**src/design/status_net_config.svh**
```systemverilog
`ifndef STATUS_NET_CONFIG_SVH
`define STATUS_NET_CONFIG_SVH

// channel FIFO size, entries = 2**N
`define STATUS_FIFO_DEPTH_LOG2 4

// bytes per source packet, header + 2 payload
`define STATUS_PKT_BYTES 3

`endif

```
**src/design/status_net_pkg.sv**
```systemverilog
package status_net_pkg;

    typedef logic [7:0]  status_byte_t;   // one link byte
    typedef logic [15:0] status_word_t;   // status payload
    typedef logic        src_id_t;        // header msb
    typedef logic [6:0]  seq_t;           // header low bits
    typedef logic [8:0]  fifo_entry_t;    // {last, data}

    typedef enum logic [1:0] {
        SRC_IDLE,      // waiting for send
        SRC_REQUEST,   // rq up, header on db
        SRC_STREAM     // payload bytes going out
    } src_state_t;

    typedef enum logic {
        SNK_IDLE,      // ready for a new packet
        SNK_RECEIVE    // collecting bytes until rq drops
    } snk_state_t;

endpackage

```
**src/design/fifo_if.sv**
```systemverilog
`timescale 1ns/1ns

interface fifo_if import status_net_pkg::*; ();

    logic        we;          // push, from router
    logic        re;          // pop, from router
    fifo_entry_t wdata;       // last flag + byte
    fifo_entry_t rdata;       // head entry, combinational
    logic        nempty;      // at least one entry
    logic        half_full;   // stop granting new packets

    modport router (
        output we, re, wdata,
        input  rdata, nempty, half_full
    );

    modport fifo (
        input  we, re, wdata,
        output rdata, nempty, half_full
    );

endinterface

```
**src/design/status_fifo.sv**
```systemverilog
`timescale 1ns/1ns
`include "status_net_config.svh"

module status_fifo import status_net_pkg::*; (
    input logic  clk,
    input logic  rst,        // async, active high
    fifo_if.fifo f           // router drives we/re/wdata
);

    localparam int AW    = `STATUS_FIFO_DEPTH_LOG2;   // pointer width
    localparam int DEPTH = 1 << AW;                    // entry count

    fifo_entry_t   mem [DEPTH];   // register array
    logic [AW-1:0] wptr;          // next free slot
    logic [AW-1:0] rptr;          // head slot
    logic [AW:0]   count;         // 0..DEPTH entries held

    assign f.rdata     = mem[rptr];                          // head visible with nempty
    assign f.nempty    = (count != '0);
    assign f.half_full = (count >= (AW + 1)'(DEPTH / 2));     // leaves room for a full packet

    // storage only, pointers below carry the state
    always_ff @(posedge clk) begin
        if (f.we) begin
            mem[wptr] <= f.wdata;
        end
    end

    always_ff @(posedge clk or posedge rst) begin
        if (rst) begin
            wptr  <= '0;
            rptr  <= '0;
            count <= '0;
        end else begin
            if (f.we) begin
                wptr <= wptr + 1'b1;   // wraps at DEPTH
            end
            if (f.re) begin
                rptr <= rptr + 1'b1;
            end
            case ({f.we, f.re})
                2'b10:   count <= count + 1'b1;   // push only
                2'b01:   count <= count - 1'b1;   // pop only
                default: count <= count;          // both or neither
            endcase
        end
    end

endmodule

```
**src/design/status_source.sv**
```systemverilog
`timescale 1ns/1ns
`include "status_net_config.svh"

module status_source import status_net_pkg::*; #(
    parameter src_id_t SRC_ID = 1'b0      // channel number in header msb
) (
    input  logic         clk,
    input  logic         rst,
    input  logic         send,     // one-cycle strobe
    input  status_word_t word,     // sampled with send
    output logic         busy,     // send ignored while high
    output status_byte_t db,       // link byte
    output logic         rq,       // link request, low on last byte
    input  logic         start     // first byte taken this cycle
);

    localparam int PKT_W = `STATUS_PKT_BYTES * 8;        // packet bits
    localparam int CW    = $clog2(`STATUS_PKT_BYTES);     // byte counter width

    src_state_t       state;
    seq_t             seq;      // number for the next packet
    logic [PKT_W-1:0] pkt;      // outgoing bytes, msb byte on db
    logic [CW-1:0]    left;     // bytes still to come after db

    assign db   = pkt[PKT_W-1 -: 8];
    assign rq   = (state == SRC_REQUEST) ||
                  (state == SRC_STREAM && left != '0);   // drops with final byte
    assign busy = send || (state != SRC_IDLE);            // covers the strobe cycle

    always_ff @(posedge clk or posedge rst) begin
        if (rst) begin
            state <= SRC_IDLE;
            seq   <= '0;
            left  <= '0;
        end else begin
            case (state)
                SRC_IDLE: begin
                    if (send) begin
                        state <= SRC_REQUEST;
                        seq   <= seq + 1'b1;   // one step per packet
                    end
                end
                SRC_REQUEST: begin
                    if (start) begin
                        state <= SRC_STREAM;
                        left  <= CW'(`STATUS_PKT_BYTES - 2);   // header gone, payload hi next
                    end
                end
                SRC_STREAM: begin
                    if (left == '0) begin
                        state <= SRC_IDLE;      // final byte out this cycle
                    end else begin
                        left <= left - 1'b1;
                    end
                end
                default: state <= SRC_IDLE;
            endcase
        end
    end

    // packet shifter, loaded on accepted send
    always_ff @(posedge clk) begin
        if (state == SRC_IDLE && send) begin
            pkt <= {SRC_ID, seq, word};              // header then payload
        end else if ((state == SRC_REQUEST && start) || state == SRC_STREAM) begin
            pkt <= {pkt[PKT_W-9:0], 8'h00};          // next byte up
        end
    end

endmodule

```
**src/design/status_router2.sv**
```systemverilog
`timescale 1ns/1ns

module status_router2 import status_net_pkg::*; (
    input  logic         clk,
    input  logic         rst,
    input  status_byte_t db_in0,
    input  status_byte_t db_in1,
    input  logic         rq_in0,
    input  logic         rq_in1,
    output logic         start_in0,   // combinational grant on first byte
    output logic         start_in1,
    output status_byte_t db_out,      // merged stream
    output logic         rq_out,
    input  logic         start_out    // sink took first byte
);

    fifo_if f0 ();   // channel 0 buffer
    fifo_if f1 ();   // channel 1 buffer

    logic [1:0] rq_in;
    logic [1:0] start_rcv;       // grant on input link
    logic [1:0] rcv_rest_r;      // taking bytes after the first
    logic [1:0] half_full;
    logic [1:0] head_last;       // head entry is a packet end
    logic [1:0] nempty_pre;      // raw fifo flag
    logic [1:0] nempty;          // last-byte entries hidden
    logic [1:0] fifo_re;
    logic       next_chn;        // preferred channel when both wait
    logic       cur_chn_r;       // channel being sent out
    logic       snd_rest_r;      // sending bytes after the first
    logic       chn_sel;         // pick for a new packet
    logic       snd_last;        // final byte of current packet at head
    logic       snd_pre_start;   // may choose a channel now
    logic       early_chn;       // channel steering db_out

    assign rq_in      = {rq_in1, rq_in0};
    assign half_full  = {f1.half_full, f0.half_full};
    assign nempty_pre = {f1.nempty, f0.nempty};
    assign head_last  = {f1.rdata[8], f0.rdata[8]};

    // no new packet into a half full buffer
    assign start_rcv = ~half_full & ~rcv_rest_r & rq_in;
    assign start_in0 = start_rcv[0];
    assign start_in1 = start_rcv[1];

    assign f0.we    = start_rcv[0] | rcv_rest_r[0];
    assign f1.we    = start_rcv[1] | rcv_rest_r[1];
    assign f0.wdata = {rcv_rest_r[0] & ~rq_in[0], db_in0};   // flag set on rq drop
    assign f1.wdata = {rcv_rest_r[1] & ~rq_in[1], db_in1};

    // output side
    assign nempty        = nempty_pre & ~head_last;            // a lone tail does not start a packet
    assign chn_sel       = (&nempty) ? next_chn : nempty[1];
    assign fifo_re       = start_out  ? {chn_sel, ~chn_sel} :
                           snd_rest_r ? {cur_chn_r, ~cur_chn_r} : 2'b00;
    assign f0.re         = fifo_re[0];
    assign f1.re         = fifo_re[1];
    assign snd_last      = cur_chn_r ? (nempty_pre[1] & head_last[1]) :
                                       (nempty_pre[0] & head_last[0]);
    assign snd_pre_start = (|nempty) & (~snd_rest_r | snd_last);
    assign rq_out        = (snd_rest_r | (|nempty)) & ~snd_last;   // low with the final byte
    assign early_chn     = snd_rest_r ? cur_chn_r : chn_sel;
    assign db_out        = early_chn ? f1.rdata[7:0] : f0.rdata[7:0];

    always_ff @(posedge clk or posedge rst) begin
        if (rst) begin
            rcv_rest_r <= 2'b00;
            next_chn   <= 1'b0;
            cur_chn_r  <= 1'b0;
            snd_rest_r <= 1'b0;
        end else begin
            rcv_rest_r <= (rcv_rest_r & rq_in) | start_rcv;   // held until rq drops
            if (|fifo_re) begin
                next_chn <= fifo_re[0];                        // other side preferred next
            end
            if (snd_pre_start) begin
                cur_chn_r <= chn_sel;
            end
            snd_rest_r <= (snd_rest_r & ~snd_last) | start_out;
        end
    end

    status_fifo u_fifo0 (
        .clk (clk),
        .rst (rst),
        .f   (f0.fifo)
    );

    status_fifo u_fifo1 (
        .clk (clk),
        .rst (rst),
        .f   (f1.fifo)
    );

endmodule

```
**src/design/status_sink.sv**
```systemverilog
`timescale 1ns/1ns
`include "status_net_config.svh"

module status_sink import status_net_pkg::*; (
    input  logic         clk,
    input  logic         rst,
    input  status_byte_t db,          // from router
    input  logic         rq,
    output logic         start,       // combinational grant
    output logic         pkt_valid,   // one-cycle strobe
    output src_id_t      pkt_src,
    output seq_t         pkt_seq,
    output status_word_t pkt_word
);

    localparam int PAY_W = (`STATUS_PKT_BYTES - 1) * 8;   // payload bits after header

    snk_state_t       state;
    status_byte_t     hdr;      // first byte of packet
    logic [PAY_W-1:0] pay;      // payload shifter

    assign start    = (state == SNK_IDLE) && rq;   // takes the header now
    assign pkt_src  = hdr[$bits(seq_t)];           // id above the sequence bits
    assign pkt_seq  = hdr[$bits(seq_t)-1:0];
    assign pkt_word = pay;

    always_ff @(posedge clk or posedge rst) begin
        if (rst) begin
            state     <= SNK_IDLE;
            pkt_valid <= 1'b0;
        end else begin
            pkt_valid <= (state == SNK_RECEIVE) && !rq;   // final byte taken
            case (state)
                SNK_IDLE: begin
                    if (start) begin
                        state <= SNK_RECEIVE;
                    end
                end
                SNK_RECEIVE: begin
                    if (!rq) begin
                        state <= SNK_IDLE;   // ready again next cycle
                    end
                end
                default: state <= SNK_IDLE;
            endcase
        end
    end

    // data capture, fields stay put through pkt_valid
    always_ff @(posedge clk) begin
        if (start) begin
            hdr <= db;
        end
        if (state == SNK_RECEIVE) begin
            pay <= {pay[PAY_W-9:0], db};   // hi byte first
        end
    end

endmodule

```
**src/design/status_net_top.sv**
```systemverilog
`timescale 1ns/1ns

module status_net_top import status_net_pkg::*; (
    input  logic         clk,
    input  logic         rst,
    input  logic         send0,       // strobes, one cycle
    input  logic         send1,
    input  status_word_t word0,
    input  status_word_t word1,
    output logic         busy0,
    output logic         busy1,
    output logic         pkt_valid,   // one cycle per packet
    output src_id_t      pkt_src,
    output seq_t         pkt_seq,
    output status_word_t pkt_word
);

    status_byte_t db0, db1, db_out;   // link bytes
    logic         rq0, rq1, rq_out;   // link requests
    logic         start0, start1, start_out;

    status_source #(.SRC_ID(1'b0)) u_src0 (
        .clk (clk), .rst (rst),
        .send (send0), .word (word0), .busy (busy0),
        .db (db0), .rq (rq0), .start (start0)
    );

    status_source #(.SRC_ID(1'b1)) u_src1 (
        .clk (clk), .rst (rst),
        .send (send1), .word (word1), .busy (busy1),
        .db (db1), .rq (rq1), .start (start1)
    );

    status_router2 u_router (
        .clk (clk), .rst (rst),
        .db_in0 (db0), .db_in1 (db1),
        .rq_in0 (rq0), .rq_in1 (rq1),
        .start_in0 (start0), .start_in1 (start1),
        .db_out (db_out), .rq_out (rq_out), .start_out (start_out)
    );

    status_sink u_sink (
        .clk (clk), .rst (rst),
        .db (db_out), .rq (rq_out), .start (start_out),
        .pkt_valid (pkt_valid), .pkt_src (pkt_src),
        .pkt_seq (pkt_seq), .pkt_word (pkt_word)
    );

endmodule

```
**config.mk**
```make
export PLATFORM = sky130hd
export DESIGN_NAME = status_net_top
export DESIGN_NICKNAME = d
export VERILOG_FILES = /design/src/design/status_net_pkg.sv /design/src/design/fifo_if.sv /design/src/design/status_fifo.sv /design/src/design/status_source.sv /design/src/design/status_router2.sv /design/src/design/status_sink.sv /design/src/design/status_net_top.sv
export VERILOG_INCLUDE_DIRS = /design/src /design/src/design
export SDC_FILE = /design/constraint.sdc
export NUM_CORES = 1
export LEC_CHECK = 0
export BUFFER_PORTS_ARGS = -buffer_cell sky130_fd_sc_hd__buf_2
export CORE_MARGIN = 4
export CORE_UTILIZATION = 35
export CTS_CLUSTER_SIZE = 14
export DETAILED_ROUTE_END_ITERATION = 10
export PLACE_DENSITY = 0.58
export SYNTH_ARGS = -nofsm -noshare
export SYNTH_HDL_FRONTEND = slang
export SYNTH_SLANG_ARGS = --single-unit
```
**constraint.sdc**
```tcl
create_clock -name clk -period 5.8 [get_ports clk]
set_input_delay 0.87 -clock clk [delete_from_list [all_inputs] [get_ports clk]]
set_output_delay 0.87 -clock clk [all_outputs]
set_load 0.005 [all_outputs]
```
Word level (Yosys, flattened, before mapping)
Memories as Yosys holds them, arrays and structs flattened.
Cells that the tools add are included.
Operators by class
  add/sub/neg operators: 12
  $lt $le $gt $ge: 2
  eq/ne operators: 16
  muxes and demuxes: 33
  bitwise logic cells: 27
  reductions and logical operators: 40
Operators by type and width (number)
  2-to-1 mux 23 bit: 4
  2-to-1 mux 2 bit: 12
  case mux 5 bit (2 select lines): 2
  nonzero test 2 bit: 10
  adder 4 x 1 -> 4 bit (second input constant): 4
  adder 7 x 1 -> 7 bit (second input constant): 2
  != test 2 bit (second input constant): 6
  case mux 2 bit (3 select lines): 2
  AND reduction 3 bit: 4
  adder 5 x 1 -> 5 bit (second input constant): 2
  greater-or-equal comparator 5 x 4 -> 1 bit (second input constant): 2
  nonzero test 5 bit: 2
  subtractor 5 x 1 -> 5 bit (second input constant): 2
  2-to-1 mux 1 bit: 9
  AND 2 bit: 4
  equality test 2 x 1 -> 1 bit (second input constant): 4
  equality test 2 bit (second input constant): 4
  logical AND 1 bit: 8
  logical NOT 2 bit: 4
  2-to-1 mux 8 bit: 1
  case mux 2 bit (2 select lines): 2
  AND 1 bit: 7
  inverter 1 bit: 7
  logical OR 1 bit: 6
  other kinds (9): 20
Storage, ports and cells
  flip-flop bits (word level): 127
  bits in writable memories: 288
  output and inout port bits: 27
  memories kept: 2
Memories
  u_router.u_fifo0.mem: depth 16, width 9, rd ports 1, clocked after Yosys merged registers in 0, wr ports 1, line status_fifo.sv:13  | fifo_entry_t mem [DEPTH];
  u_router.u_fifo1.mem: depth 16, width 9, rd ports 1, clocked after Yosys merged registers in 0, wr ports 1, line status_fifo.sv:13

Depth between registers and ports, before layout
An unclocked memory read counts as a cell.
  word-level depth: 10
  depth in mapped cells: 18

By module
Synthesis repeated with hierarchy kept, for this count alone.
Second synthesis, totals
  cells, all modules: 922
  area, all modules: 17031.3 µm²
By module, submodules not included
  status_fifo: instances 2, cells an instance 310, area an instance 6312.3 µm², seq. area each 4649.5 µm²
  status_source (u_src0): instances 1, cells an instance 111, area an instance 1574.0 µm², seq. area each 985.9 µm²
  status_source (u_src1): instances 1, cells an instance 110, area an instance 1571.5 µm², seq. area each 985.9 µm²
  status_sink: instances 1, cells an instance 30, area an instance 793.3 µm², seq. area each 770.7 µm²
  status_router2: instances 1, cells an instance 51, area an instance 467.9 µm², seq. area each 125.1 µm²

Least setup slack after synthesis
OpenSTA, ideal clock, no wires.
  kind: reg-to-reg
  start: register u_router.u_fifo1.rptr[2]
  end: register u_router.u_fifo0.count[4]
  setup time: 0.125 ns
  arrival time: 3.515 ns
  path slack: 2.160 ns
  cell stages (with the launch flop): 18
  clock period less this slack: 3.640 ns
  cells stage by stage: dfrtp_1 > buf_6 > mux2i_1 > mux4_2 > and4_4 > a311o_1 > nor3b_2 > or2_4 > ha_1 > clkbuf_1 > xor2_1 > ha_1 > o21ai_0 > a21oi_1 > a21oi_1 > xor2_1 > nor2_1 > xor2_1
Between the ends
  longest elaborated chain between the ends: 10
  elaborated cells between the ends (all ways): 18
  classes of those cells: 2 x eq/ne; 4 x mux; 7 x bitwise; 4 x reduce/logical; 1 x memory
Ends and longest elaborated chain
  start: declaration: line status_fifo.sv:15  | logic [AW-1:0] rptr;
  start signal: assignment: line status_fifo.sv:39  | rptr <= rptr + 1'b1;
  memory read (16 x 9 bit) (*)
  inverter 2 bit: line status_router2.sv:52  | assign nempty = nempty_pre & ~head_last;
  AND 2 bit: line status_router2.sv:52
  OR reduction 2 bit: line status_router2.sv:61  | assign rq_out = (snd_rest_r | (|nempty)) & ~snd_last;
  bitwise OR 1 bit: line status_router2.sv:61
  AND 1 bit: line status_router2.sv:61
  logical AND 1 bit: line status_sink.sv:22  | assign start = (state == SNK_IDLE) && rq;
  2-to-1 mux 2 bit (*): line status_router2.sv:54  | assign fifo_re = start_out ? {chn_sel, ~chn_sel} :
  via u_router.u_fifo0.f.re: line fifo_if.sv:18  | input we, re, wdata,
  equality test 2 x 1 -> 1 bit or equality test 2 bit (tied branches): line status_fifo.sv:41  | case ({f.we, f.re})
  case mux 5 bit (2 select lines) or nonzero test 2 bit (tied branches)
  end signal: assignment: line status_fifo.sv:42  | 2'b10: count <= count + 1'b1;
  end signal: assignment: line status_fifo.sv:43  | 2'b01: count <= count - 1'b1;
  end signal: assignment: line status_fifo.sv:44  | default: count <= count;
  end: declaration: line status_fifo.sv:16  | logic [AW:0] count;
The timed path passes the listed nets; every way through them passes the cells marked *.
A chain may end at the register's enable or synchronous reset.

Worst setup path after layout
Same ends and word-level chain as after synthesis.

==> out/summary.txt <==
Status -> completed
Routability cong. -> 0.767
Compound-gate portion of the synthesized area -> 0.0237
Synth Area in Adders -> 0.0156
# nets final -> 1,046
Crit path max fanout -> 18
Final Routed Wirelength -> 32,700 microns
Post-synth EDFFs -> 358
HP Start -> u_sink.pkt_word[2]
R2r endpoint -> u_router.u_fifo0.count[4]
Post-Synth XOR/XNOR Area -> 0.0198
Worst R2R Setup Slack -> 1.41 ns
Unrepaired setup endpoints after global routing -> false
CTS Hold Buffers Added -> 0
Longest Clk Path Bufs -> 3
Mapped cell area -> 0.0168 sq mm
Share of layout cells above drive strength 1 -> 0.290
R2R depth -> 15
Tmin final -> 4.39 ns
Total track usage -> 0.128
Remaining Overflow, GRT -> 0
Cts repair resizes -> 0
Synth area leaders -> edfxtp_1 (64%), mux4_2 (11%), dfrtp_1 (8.2%), mux2_2 (2.9%), ha_1 (1.6%)
Slew headroom -> 0.191
Largest net degree at the start of global routing -> 56
Busiest grt layer -> met2
Worst VDD drop -> 210 uV
Syn-to-layout area delta -> 15.2%
Min Hold Slack -> 0.456 ns
Arr. time, crit path -> 4.83 ns
CTS tree -> built
Simple-Gate Fraction of Synth Area -> 0.0495
Die Footprint -> 0.0517 sq mm
Hold WC Path Type -> flip-flop to flip-flop
Clock skew -> 0.0180 ns
DR vias -> 8,135
Fin area -> 0.0194 sq mm
CTS buffer count -> 45
Core ar. -> 0.0476 sq mm
Final setup fails -> 0
DP Area -> 0.0179 sq mm
Tcrit/Tclk final -> 0.757
M2 GR Usage -> 0.203
DRT Pass-1 Iters -> 5
DRC violations left -> 0
Antenna diodes -> 0
Average wire per standard cell -> 19.9 microns
Critical path endpoint category -> flip-flop
Fill cells -> 4,242
Worst-skew pair later-pin latency -> 0.56 ns
Global-route met3 utilization -> 0.0263
Synthesized flop and latch total -> 415
Post-CTS Setup Inserts -> 0
Most used DFF post-synth -> edfxtp_1
Initial DRC count -> 515
M1 GR Usage -> 0.183
DR vias/cell -> 4.96
Clock Sinks -> 415
Worst flop-to-flop path startpoint -> u_router.u_fifo1.rptr[2]
Pwr per Cell Area -> 588 mW/mm^2
Post-route ant nets -> 0
Endpoints failing hold -> 0
Initial Util -> 0.353
Post-synthesis mux area share -> 0.153
Share of the synthesized area in the top cell type -> 0.639
Die outline height -> 227 microns
CTS HTree Levels -> 2
Static Leakage -> 6.64 nW
First-pass GRT wire length -> 50,400 microns
CP Class -> flip-flop to flip-flop
Multi-input combinational cell area -> 0.00442 sq mm
Register area -> 0.0122 sq mm
Ports -> 63
Syn Inst Count -> 900
Synth area leader -> edfxtp_1
Largest family of logic cells by synthesized area -> multiplexers
Hold Path Stages -> 0
Total Power -> 11.4 mW
Ys async rst share -> 0.133
Vias in the first global route -> 8,354
Worst Path Required -> 6.24 ns
Max Freq -> 228 MHz
Post-Syn Area per Cell -> 18.7 sq um
Fin Setup TNS -> 0 ns
Post-DP HPWL -> 20,700 microns
CTS root buf -> clkbuf_16
Hold EP -> u_sink.pkt_word[10]
Seq/Total Area, Yosys -> 0.723
Max-cap violations -> 0
Post-synthesis cell type count -> 59
Die X -> 227 microns
Max-slew violation count -> 0
Initial antenna violation count -> 0
Syn_nets -> 957
# rows -> 80
Worst Setup Start Kind -> flip-flop
Worst-path clk slew -> 0.06 ns
Final Util -> 0.407
Tightest Pin Transition -> 1.21 ns
YS warnings -> 0
IO Port Bufs -> 62
[worst max-delay path, stage by stage (launching register included)]
cell       delay, ns
dfrtp_1         0.98
mux2_2          0.41
a2bb2oi_1       0.15
and4_1          0.24
nor4_4          0.47
a21boi_1        0.21
or2_4           0.30
ha_1            0.33
xor2_1          0.19
ha_1            0.22
o21ai_0         0.15
a21oi_1         0.09
a21oi_1         0.17
xor2_1          0.16
nor2_1          0.07
xor2_1          0.14
[per-layer routing]
layer | up-vias | wire length [microns] | part of all wire
met1 | 4164 | 14800 | 0.45
met5 | - | 0 | 0
met2 | 195 | 15500 | 0.47
met4 | 0 | 737 | 0.023
met3 | 56 | 1620 | 0.050
li1 | 3720 | - | -
[how the worst max path moves through the flow]
| stage | start | end | slack, ns | cells past startpoint |
|---|---|---|---|---|
| 2_1_floorplan | u_router.u_fifo1.rptr[2] | u_router.u_fifo0.count[4] | 2.16 | 17 |
| 3_3_place_gp | u_router.u_fifo1.rptr[2] | u_router.u_fifo0.count[4] | 1.43 | 15 |
| 3_5_place_dp | u_router.u_fifo1.rptr[2] | u_router.u_fifo0.count[4] | 1.36 | 15 |
| 4_1_cts | u_router.u_fifo1.rptr[2] | u_router.u_fifo0.count[4] | 1.35 | 15 |
| 5_1_grt | u_router.u_fifo1.rptr[2] | u_router.u_fifo0.count[4] | 0.97 | 15 |
| 6_report | u_router.u_fifo1.rptr[2] | u_router.u_fifo0.count[4] | 1.41 | 15 |
[cells in the final DEF (no fill, tap or decap), types with 12 or more instances in the layout]
| master | count |
|---|---|
| xor2_1 | 14 |
| mux2_2 | 44 |
| o21ai_0 | 13 |
| clkbuf_16 | 47 |
| xnor2_1 | 24 |
| nor2_1 | 46 |
| dfrtp_1 | 53 |
| a21oi_1 | 13 |
| inv_1 | 20 |
| and2_1 | 17 |
| clkbuf_1 | 12 |
| mux2i_1 | 17 |
| edfxtp_1 | 358 |
| buf_4 | 22 |
| nand2_1 | 36 |
| ha_1 | 21 |
| buf_2 | 62 |
| mux4_2 | 83 |
[cells by family after synthesis]
kind of cell               Yosys count
DFF                                415
muxes                              146
xor gates and xnor gates            38
AOI/OAI and AO/OA                   57
and+or+nand+nor                    160
buffers and inverters               63
adders and majority gates           21
[area by class of cell]
type | count | area share
flip-flops and latches | 415 | 0.628
repair buffers | 84 | 0.0245
inverters | 21 | 0.00407
clock inverters | 23 | 0.0121
clock buffers | 60 | 0.0637
well taps | 615 | 0.0397
multi-input cells | 422 | 0.228
[flip-flops by register name (all words and copies together), names as in the netlist, 2 cells and up]
register and flops:
u_router.u_fifo1.count 5, u_src1.seq 7, u_src0.pkt 24, u_router.rcv_rest_r 2, u_sink.pkt_word 16, u_src1.pkt 24, u_src0.seq 7, u_router.u_fifo0.count 5
u_router.u_fifo0.rptr 4, u_src0.left 2, u_router.u_fifo1.mem 144, u_src0.state 2, u_src1.left 2, u_router.u_fifo0.wptr 4, u_router.u_fifo0.mem 144, u_src1.state 2
u_router.u_fifo1.rptr 4, u_router.u_fifo1.wptr 4, u_sink.hdr 8
[report_power, final]
| group | switching (mW) | total [mW] | internal (mW) |
|---|---|---|---|
| combinational | 1.68 | 3.27 | 1.60 |
| clock | 1.14 | 2.82 | 1.68 |
| sequential | 0.809 | 5.29 | 4.48 |
[through the flow]
| stage | worst slack [ns] | cells |
|---|---|---|
| 2_1_floorplan | 2.16 | 900 |
| 3_3_place_gp | 1.43 | 1557 |
| 5_1_grt | 0.973 | 1640 |
| 3_5_place_dp | 1.36 | 1557 |
| 6_report | 1.41 | 1640 |
| 4_1_cts | 1.35 | 1640 |
[cell usage after synthesis (3+ instances only)]
| cell type | n |
|---|---|
| a22oi_1 | 3 |
| dfrtp_1 | 55 |
| o21ai_0 | 13 |
| mux2_2 | 44 |
| nor2_1 | 46 |
| nor4_1 | 3 |
| nand2_1 | 36 |
| a21oi_1 | 13 |
| ha_1 | 21 |
| inv_1 | 21 |
| or3_1 | 3 |
| nor3_1 | 13 |
| or2_2 | 3 |
| edfxtp_1 | 358 |
| o21a_1 | 4 |
| xor2_1 | 14 |
| and3_1 | 3 |
| clkbuf_1 | 24 |
| xnor2_1 | 24 |
| nor3b_1 | 3 |
| mux4_2 | 83 |
| mux2i_1 | 17 |
| nor2b_1 | 7 |
| and2_1 | 17 |
| nand2b_1 | 8 |
| nand4_1 | 9 |
| a221oi_1 | 3 |
| buf_2 | 9 |
| buf_1 | 6 |
(Power assumes the default switching activity.)
